==> src/serial_defines.svh <==
`ifndef SERIAL_DEFINES_SVH
`define SERIAL_DEFINES_SVH

// operand and result width, one bit is processed per clock
`define SERIAL_XLEN 32

// bit counter width, enough to index every bit of a word
`define SERIAL_CNT_W 5

`endif

==> src/serial_ctrl_pkg.sv <==
package serial_ctrl_pkg;

   // operations supported by the serial unit
   // everything except add runs the adder as a subtractor
   typedef enum logic [2:0] {
      OP_ADD  = 3'd0,
      OP_SUB  = 3'd1,
      OP_SLT  = 3'd2,
      OP_SLTU = 3'd3,
      OP_SEQ  = 3'd4
   } op_e;

   // sequencer states
   // idle waits for a request, run walks the bits, done holds the result
   typedef enum logic [1:0] {
      ST_IDLE = 2'd0,
      ST_RUN  = 2'd1,
      ST_DONE = 2'd2
   } state_e;

endpackage

==> src/serial_data_pkg.sv <==
package serial_data_pkg;

   `include "serial_defines.svh"

   // one operand or result word
   typedef logic [`SERIAL_XLEN-1:0] word_t;

   // index of the bit currently on the serial datapath
   typedef logic [`SERIAL_CNT_W-1:0] cnt_t;

   // counter value of the msb, where the word is complete
   localparam cnt_t CNT_LAST = cnt_t'(`SERIAL_XLEN - 1);

endpackage

==> src/serial_state.sv <==
module serial_state (
   input  logic i_clk,
   input  logic i_rst,
   // request side
   input  logic i_valid,
   output logic o_ready,
   // response side
   input  logic i_ready,
   output logic o_valid,
   // phase strobes to the datapath
   output logic o_load,
   output logic o_cnt_en,
   output logic o_cnt0,
   output logic o_cnt_last
);

   import serial_ctrl_pkg::*;
   import serial_data_pkg::*;

   state_e state_q;
   state_e state_d;
   cnt_t   cnt_q;

   // accept only when no transaction is in flight
   assign o_ready = (state_q == ST_IDLE);
   assign o_valid = (state_q == ST_DONE);

   // accept strobe, operands are captured on this edge
   assign o_load = i_valid & o_ready;

   // counter runs only in run, so the strobes are qualified by it
   assign o_cnt_en   = (state_q == ST_RUN);
   assign o_cnt0     = o_cnt_en & (cnt_q == '0);
   assign o_cnt_last = o_cnt_en & (cnt_q == CNT_LAST);

   // next state
   always_comb begin
      state_d = state_q;
      case (state_q)
         ST_IDLE: begin
            if (o_load) begin
               state_d = ST_RUN;
            end
         end
         ST_RUN: begin
            // msb is processed this cycle, result is captured on the edge
            if (o_cnt_last) begin
               state_d = ST_DONE;
            end
         end
         ST_DONE: begin
            // hold the result until the sink takes it
            if (i_ready) begin
               state_d = ST_IDLE;
            end
         end
         default: begin
            state_d = ST_IDLE;
         end
      endcase
   end

   always_ff @(posedge i_clk) begin
      if (i_rst) begin
         state_q <= ST_IDLE;
         cnt_q   <= '0;
      end else begin
         state_q <= state_d;
         // restart at bit 0 on accept
         if (o_load) begin
            cnt_q <= '0;
         end else if (o_cnt_en && !o_cnt_last) begin
            cnt_q <= cnt_q + cnt_t'(1);
         end
         // counter parks at the last bit until the next accept
      end
   end

endmodule

==> src/serial_opshift.sv <==
module serial_opshift (
   input  logic                   i_clk,
   input  logic                   i_load,
   input  logic                   i_cnt_en,
   input  serial_ctrl_pkg::op_e   i_op,
   input  serial_data_pkg::word_t i_a,
   input  serial_data_pkg::word_t i_b,
   output logic                   o_a_bit,
   output logic                   o_b_bit,
   output serial_ctrl_pkg::op_e   o_op
);

   import serial_ctrl_pkg::*;
   import serial_data_pkg::*;

   `include "serial_defines.svh"

   word_t a_q;
   word_t b_q;
   op_e   op_q;

   always_ff @(posedge i_clk) begin
      if (i_load) begin
         // capture the whole request on accept
         a_q  <= i_a;
         b_q  <= i_b;
         op_q <= i_op;
      end else if (i_cnt_en) begin
         // move the next bit into position 0
         a_q <= {1'b0, a_q[`SERIAL_XLEN-1:1]};
         b_q <= {1'b0, b_q[`SERIAL_XLEN-1:1]};
      end
   end

   // lsb first, bit k is on the outputs during run cycle k
   assign o_a_bit = a_q[0];
   assign o_b_bit = b_q[0];

   // opcode stays stable for the whole transaction
   assign o_op = op_q;

endmodule

==> src/serial_alu.sv <==
module serial_alu (
   input  logic                   i_clk,
   input  logic                   i_rst,
   // phase strobes from the sequencer
   input  logic                   i_cnt_en,
   input  logic                   i_cnt0,
   input  logic                   i_cnt_last,
   // serial operand bits, lsb first
   input  logic                   i_a_bit,
   input  logic                   i_b_bit,
   input  serial_ctrl_pkg::op_e   i_op,
   output serial_data_pkg::word_t o_result
);

   import serial_ctrl_pkg::*;
   import serial_data_pkg::*;

   `include "serial_defines.svh"

   logic  sub;
   logic  b_eff;
   logic  cin;
   logic  sum;
   logic  cout;
   logic  eq_now;
   logic  carry_q;
   logic  eq_q;
   logic  ovf;
   logic  cmp;
   word_t sum_q;
   word_t sum_word;

   // compares are done as a - b, so only add keeps b as is
   assign sub = (i_op != OP_ADD);

   // two's complement negate: invert b and add one on the first bit
   assign b_eff = i_b_bit ^ sub;
   assign cin   = i_cnt0 ? sub : carry_q;

   // one bit full adder
   assign sum  = i_a_bit ^ b_eff ^ cin;
   assign cout = (i_a_bit & b_eff) | (cin & (i_a_bit ^ b_eff));

   // equality so far, restarts at bit 0
   assign eq_now = (i_cnt0 | eq_q) & (i_a_bit == i_b_bit);

   // signed overflow on the msb, carry into it differs from carry out
   assign ovf = cin ^ cout;

   // full sum word including the bit of this cycle
   assign sum_word = {sum, sum_q[`SERIAL_XLEN-1:1]};

   // compare flag, only meaningful on the last bit
   always_comb begin
      case (i_op)
         // sign of the difference, corrected for overflow
         OP_SLT:  cmp = sum ^ ovf;
         // a borrow means a < b
         OP_SLTU: cmp = ~cout;
         OP_SEQ:  cmp = eq_now;
         default: cmp = 1'b0;
      endcase
   end

   // carry and equality state between bits
   always_ff @(posedge i_clk) begin
      if (i_rst) begin
         carry_q <= 1'b0;
         eq_q    <= 1'b0;
      end else if (i_cnt_en) begin
         carry_q <= cout;
         eq_q    <= eq_now;
      end
   end

   // sum bits enter at the top and move down towards bit 0
   always_ff @(posedge i_clk) begin
      if (i_cnt_en) begin
         sum_q <= sum_word;
      end
   end

   // output word, formed once on the last bit and held until the next one
   always_ff @(posedge i_clk) begin
      if (i_cnt_last) begin
         if ((i_op == OP_ADD) || (i_op == OP_SUB)) begin
            o_result <= sum_word;
         end else begin
            o_result <= {{(`SERIAL_XLEN-1){1'b0}}, cmp};
         end
      end
   end

endmodule

==> src/serial_op_unit.sv <==
module serial_op_unit (
   input  logic                   i_clk,
   input  logic                   i_rst,
   // request
   input  logic                   i_valid,
   input  serial_ctrl_pkg::op_e   i_op,
   input  serial_data_pkg::word_t i_a,
   input  serial_data_pkg::word_t i_b,
   output logic                   o_ready,
   // response
   output logic                   o_valid,
   output serial_data_pkg::word_t o_result,
   input  logic                   i_ready
);

   import serial_ctrl_pkg::*;

   logic load;
   logic cnt_en;
   logic cnt0;
   logic cnt_last;
   logic a_bit;
   logic b_bit;
   op_e  op;

   // sequencer, owns both handshakes and the bit counter
   serial_state serial_state_inst (
      .i_clk      (i_clk),
      .i_rst      (i_rst),
      .i_valid    (i_valid),
      .o_ready    (o_ready),
      .i_ready    (i_ready),
      .o_valid    (o_valid),
      .o_load     (load),
      .o_cnt_en   (cnt_en),
      .o_cnt0     (cnt0),
      .o_cnt_last (cnt_last)
   );

   // operand shifters next to the sequencer
   serial_opshift serial_opshift_inst (
      .i_clk    (i_clk),
      .i_load   (load),
      .i_cnt_en (cnt_en),
      .i_op     (i_op),
      .i_a      (i_a),
      .i_b      (i_b),
      .o_a_bit  (a_bit),
      .o_b_bit  (b_bit),
      .o_op     (op)
   );

   // combines strobes and operand bits into the result
   serial_alu serial_alu_inst (
      .i_clk      (i_clk),
      .i_rst      (i_rst),
      .i_cnt_en   (cnt_en),
      .i_cnt0     (cnt0),
      .i_cnt_last (cnt_last),
      .i_a_bit    (a_bit),
      .i_b_bit    (b_bit),
      .i_op       (op),
      .o_result   (o_result)
   );

endmodule

==> config.mk <==
export PLATFORM = sky130hd
export DESIGN_NAME = serial_op_unit
export DESIGN_NICKNAME = d
export VERILOG_FILES = /design/src/serial_ctrl_pkg.sv /design/src/serial_data_pkg.sv /design/src/serial_state.sv /design/src/serial_opshift.sv /design/src/serial_alu.sv /design/src/serial_op_unit.sv
export VERILOG_INCLUDE_DIRS = /design/src
export SDC_FILE = /design/constraint.sdc
export NUM_CORES = 1
export LEC_CHECK = 0
export BUFFER_PORTS_ARGS = -buffer_cell sky130_fd_sc_hd__buf_4
export CAP_MARGIN = 20
export CORE_MARGIN = 2
export CORE_UTILIZATION = 38
export DETAILED_ROUTE_END_ITERATION = 8
export HOLD_SLACK_MARGIN = 0.1
export PLACE_DENSITY = 0.65
export SYNTH_ARGS = -nofsm -noshare
export SYNTH_HDL_FRONTEND = slang
export SYNTH_SLANG_ARGS = --single-unit
==> constraint.sdc <==
create_clock -name i_clk -period 8.75 [get_ports i_clk]
set_clock_uncertainty 0.2 [all_clocks]
set_input_delay 2.625 -clock i_clk [delete_from_list [all_inputs] [get_ports i_clk]]
set_output_delay 2.625 -clock i_clk [all_outputs]
set_load 0.005 [all_outputs]
==> results of run 1 <==
[sequential cells by signal, indices dropped and copies added (netlist names)]
name                       count
serial_opshift_inst.a_q       32
serial_opshift_inst.o_op       3
serial_state_inst.state_q      2
serial_alu_inst.o_result      32
serial_opshift_inst.b_q       32
serial_state_inst.cnt_q        5
serial_alu_inst.eq_q           1
serial_alu_inst.sum_q         31
serial_alu_inst.carry_q        1
[per-stage QoR]
stage                     area (µm²)  hold slack [ns]
after detailed placement        6430            0.228
after global placement          6430            0.228
after floorplan                 5430            0.217
final                           6980            0.241
after global routing            6980            0.257
after CTS                       6980            0.242
[layer usage]
layer / GRT usage [%] / vias to the layer above / part of all wire [%]
li1: - / 1373 / -
met2: 18.6 / 100 / 46
met3: 6.09 / 12 / 8.9
met4: 5.54 / 0 / 1.6
met5: 0 / - / 0
met1: 15.1 / 1333 / 43
[logic make-up (layout without fill, tap and decap cells)]
family	Yosys count	after routing	share of synthesized area, %
AOI/OAI and AO/OA	15	15	1.80
xor gates and xnor gates	2	2	0.323
adders and majority gates	5	5	1.43
buffers and inverters	19	148	1.57
DFF	139	139	75.2
muxes	63	63	13.0
and+or+nand+nor	61	61	6.61
[how the worst max path moves through the flow]
| stage | start | endpoint | slack (ns) | cells after the start |
|---|---|---|---|---|
| floorplan | i_valid | serial_opshift_inst.a_q[0] | 3.98 | 4 |
| global placement | i_valid | serial_opshift_inst.a_q[19] | 3.74 | 5 |
| detailed placement | i_valid | serial_opshift_inst.a_q[14] | 3.68 | 5 |
| CTS | i_valid | serial_opshift_inst.a_q[22] | 4.13 | 5 |
| global route | i_valid | serial_opshift_inst.a_q[7] | 3.99 | 5 |
| finish | i_valid | serial_opshift_inst.a_q[23] | 4.16 | 5 |
[final cells by class]
class / count / share of cell area (%)
timing repair buffer: 109 / 11.7
multi-input combinational: 146 / 18.3
clock inverter: 14 / 1.74
tap: 180 / 3.23
inverter: 7 / 0.377
clock buffer: 18 / 6.15
sequential: 139 / 58.5
[report_power, final]
| group | switching, µW | internal (µW) | total, µW |
|---|---|---|---|
| sequential | 17.7 | 798 | 815 |
| clock | 268 | 391 | 659 |
| combinational | 52.1 | 69.2 | 121 |
| total | 338 | 1260 | 1600 |
[layout by cell type, fill, tap and decap left out, drive strengths merged, types with 3 or more instances in the layout]
cell type	count
a21oi	7
and2	33
buf	109
clkbuf	18
clkinv	8
dfxtp	9
edfxtp	130
ha	3
inv	10
mux2	62
nand2	6
nor2	7
==> results.ini, run 1 <==
[run_status]
status=complete, no violations

[setup_path]
critPathMaxStageDelay_ns=0.65
path_buf_inv=3
start_kind=primary input
reg2regPathDepth=4
path_cells=buf_4, nor3b_4, buf_4, or2_2, buf_4
timing.rr.end=serial_opshift_inst.a_q[23]
crit_top_cell=buf_4
rrSetupSlack_ns=6.03
critical_path.slowest_cell=buf_4
endpoint_kind=flip-flop
crit_family=buffers and inverters
worst-path-max-fanout=70
worstSetupPathType=in -> reg
cp.arrival_ns=4.42
r2r_start=serial_state_inst.state_q[1]
cp.required_ns=8.59

[final_layout]
layout.cells.non_filler=613
synthToLayoutAreaGrowth_pct=28.5
fill_cells=1162
register_area_mm2=0.00408
drive_above_1_share_pct=47.8
multi_input_comb_area_mm2=0.00127
finish.net_count=496
fin_util_pct=50.1
n_antenna_cell=0

[yosys]
synth.top_cells.by_count=edfxtp_1, mux2_2, and2_1
ys.flop_type=edfxtp_1
yosysTopAreaCell=edfxtp_1
syn_area_per_cell_um2=17.9
netlist_area_mm2=0.00543
asyncSetResetFlopFracSynth_pct=0
synth_edf_count=130
synth_top_area_share_pct=71.9
ys_seq_elements=139
synth_most_common_cell=edfxtp_1
ys_warn_count=0
synth_fp_nets=380
yosysSeqAreaShare_pct=75.2
yosys-top-cells-area=edfxtp_1, mux2_2, and2_1, dfxtp_1, buf_2
syn_inst=304
synth_cell_types=35

[timing]
slew_violations=0
fin_crit_sh_pct=52.4
worst_slack_ns=4.16
max_freq_ghz=0.218
finalHoldViolCount=0
grt_setup_unrepaired=no
setup_tns_ns=0
tightest_slew_ns=0.837
fin_crit_ns=4.59
slew_headroom_pct=44.2
setup_viol=0

[drt]
wire_per_inst_um=14.1
drc=0
wl_mm=8.65
dr.pass1.iters=4
via_per_inst=4.60
vias=2818
ant_nets=0
drt_iter0_drc=199

[cts]
clock_path_buffers=2
htree_levels=4
cts_sinks=139
insertion_delay_ns=0.41
cts_resized=0
cts_tree=built
clk_root_buffer_cell=clkbuf_16
cts_buffers=17
hold_buffers=0
post-cts-setup-buffers=0
path_clk_slew_ns=0.06

[placement]
dp.cells=581
io_buffers=104
dp_slack_ns=3.68
gp_congestion=0.731
detailed_place_hpwl_mm=5.60

[global_routing]
grt_remaining_overflow=0
grt_max_degree=71
antenna_found_initial=0
grt_pass1_wl_mm=14.1
grt_usage_pct=12.4
grt_pass1_vias=2864

[worst_hold_path]
hp-class=reg -> reg
min_path_cells=0
worstHoldEndpoint=serial_alu_inst.sum_q[11]
worstHoldStart=serial_alu_inst.sum_q[12]

[power_and_ir_drop]
power_uw=1600
vdd_drop_max_v=0.000130
p_per_area_mw_per_mm2=229
cellLeakagePower_uw=0.00260

[floorplanning]
fp-row-count=43
io-pin-count=105
floorplan.initialDensity_pct=39.0
dieArea_mm2=0.0153
die_w_um=124
coreArea_mm2=0.0139
fp.dieH_um=124

[flow_run]
cap_violations=0

Note: power is estimated with default switching activity, not from simulation.
==> inputs of run 2 (changes only) <==
==> constraint.sdc (replaced) <==
create_clock -name i_clk -period 4.8 [get_ports i_clk]
set_clock_uncertainty 0.2 [all_clocks]
set_input_delay 1.44 -clock i_clk [delete_from_list [all_inputs] [get_ports i_clk]]
set_output_delay 1.44 -clock i_clk [all_outputs]
set_load 0.005 [all_outputs]
==> run 2 against run 1 <==
  * Setup slack got worse by 2.2 ns
  * Routed wire length grew 0.44%
  * First-iteration DRC count shrank 27%
  * Register-to-register slack got worse by 3.9 ns
  * Clock power increased by 84%
  * Final cell count grew 0.16%
  * Sequential share of layout area shrank 0.073 points
  * Sequential power rose by 83%
  * Combinational power up 84%
  * Via count is 2.0% higher
  * Global-route usage is 0.13 points lower
  * Largest cell class unchanged
  * Highest routed layer unchanged
==> results.ini, run 2 (synthesized netlist as in run 1, its figures left out) <==
[run_status]
status=complete, no violations

[floorplanning]
floorplan.initialDensity_pct=39.0  ; unchanged
io-pin-count=105  ; unchanged
fp.dieH_um=124  ; unchanged
coreArea_mm2=0.0139  ; unchanged
die_w_um=124  ; unchanged
fp-row-count=43  ; unchanged
dieArea_mm2=0.0153  ; unchanged

[timing]
slew_headroom_pct=44.1  ; -0.093 points
worst_slack_ns=1.93  ; -2.23 ns
setup_tns_ns=0  ; unchanged
slew_violations=0  ; unchanged
fin_crit_sh_pct=59.7
max_freq_ghz=0.349
tightest_slew_ns=0.839  ; +0.00139 ns
fin_crit_ns=2.87
setup_viol=0  ; unchanged
finalHoldViolCount=0  ; unchanged
grt_setup_unrepaired=no
fin_hold_ws_ns=0.238  ; -0.00279 ns

[setup_path]
path_cells=buf_4, nor3b_4, buf_4, mux2_2
endpoint_kind=flip-flop
rrSetupSlack_ns=2.17  ; -3.86 ns
critPathMaxStageDelay_ns=0.66  ; about the same
worst-path-max-fanout=69  ; -1.4%
crit_top_cell=buf_4
cp.arrival_ns=2.83  ; -1.59 ns
worstSetupPathType=in -> reg
critical_path.slowest_cell=buf_4
cp.required_ns=4.76  ; -3.83 ns
start_kind=primary input

[global_routing]
grt_usage_pct=12.3  ; -0.13 points
grt_pass1_wl_mm=13.7  ; -2.2%
antenna_found_initial=0  ; unchanged
grt_max_degree=70  ; -1.4%
grt_pass1_vias=2761  ; -3.6%
grt_remaining_overflow=0  ; unchanged

[placement]
dp_slack_ns=1.49  ; -2.20 ns
placed_area_mm2=0.00643  ; +0.12%
gp_congestion=0.718  ; -1.7%
io_buffers=104  ; unchanged
detailed_place_hpwl_mm=5.66  ; +1.1%

[worst_hold_path]
hp-class=reg -> reg

[drt]
dr.pass1.iters=4  ; unchanged
ant_nets=0  ; unchanged
vias=2874  ; +2.0%
wire_per_inst_um=14.2  ; +0.28%
drt_iter0_drc=146  ; -27%
drc=0  ; unchanged
via_per_inst=4.68  ; +1.8%
wl_mm=8.69  ; +0.44%

[final_layout]
stdcell_area_mm2=0.00699  ; +0.13%
drive_above_1_share_pct=47.7  ; -0.11 points
final_common_cell=edfxtp_1
synthToLayoutAreaGrowth_pct=28.7
reg_top3=serial_alu_inst.o_result x32, serial_opshift_inst.a_q x32, serial_opshift_inst.b_q x32
final_cell_mix=edfxtp_1, buf_4, mux2_2
n_antenna_cell=0  ; unchanged
finish.net_count=497  ; +0.20%
fill_cells=1190  ; +2.4%

[cts]
insertion_delay_ns=0.41  ; about the same
cts_buffers=17  ; unchanged
cts_tree=built
clock_path_buffers=2  ; unchanged
clk_root_buffer_cell=clkbuf_16
cts_resized=0  ; unchanged
cts_sinks=139  ; unchanged
path_clk_slew_ns=0.06  ; about the same
post-cts-setup-buffers=0  ; unchanged
htree_levels=4  ; unchanged
hold_buffers=0  ; unchanged

[power_and_ir_drop]
p_per_area_mw_per_mm2=418  ; +83%
cellLeakagePower_uw=0.00261  ; +0.15%
vdd_drop_max_v=0.000207  ; +59%

[flow_run]
cap_violations=0  ; unchanged

## run 2: metrics by stage
stage | cells | util [%] | total power (µW)
final | 614 | 50.1 | 2920
after CTS | 614 | 50.1 | 2960
after global placement | 582 | 46.2 | 1730
after detailed placement | 582 | 46.2 | 1740
after floorplan | 304 | - | 1650
after global routing | 614 | 50.1 | 3040
## run 2: path summary, 6_finish.rpt
path                                      end                       start  depth (start not counted)
hold reg to reg      serial_alu_inst.sum_q[5]    serial_alu_inst.sum_q[6]                          0
hold / removal       serial_alu_inst.sum_q[5]    serial_alu_inst.sum_q[6]                          0
setup / recovery   serial_opshift_inst.a_q[7]                     i_valid                          4
setup reg to reg  serial_alu_inst.o_result[0]  serial_state_inst.cnt_q[0]                          9
## run 2: final cells by class
| cell class | instances | area, µm² | area share [%] |
|---|---|---|---|
| clock inverters | 14 | 123 | 1.76 |
| clock buffers | 18 | 429 | 6.14 |
| well taps | 180 | 225 | 3.22 |
| repair buffers | 110 | 826 | 11.8 |
| multi-input cells | 146 | 1270 | 18.2 |
| flip-flops and latches | 139 | 4080 | 58.5 |
| inverters | 7 | 26.3 | 0.376 |
## run 2: where the power goes
group          internal (µW)  switching, µW
registers               1450           32.2
clock network            713            498
logic                    127           95.8
total                   2290            626
## run 2: worst max-delay path: cells and delay by family
kind	cells	cell delay, ns
buffers and inverters	2	0.74
multiplexers	1	0.42
AND/OR/NAND/NOR	1	0.17
## run 2: metal layers
metal | global-route usage [%] | share of wire, % | wire (µm) | up-vias
met1 | 15.3 | 42 | 3650 | 1357
met2 | 17.0 | 45 | 3900 | 113
met3 | 6.96 | 11 | 932 | 23
met4 | 6.04 | 2.4 | 205 | 0
li1 | - | - | - | 1381
met5 | 0 | 0 | 0 | -
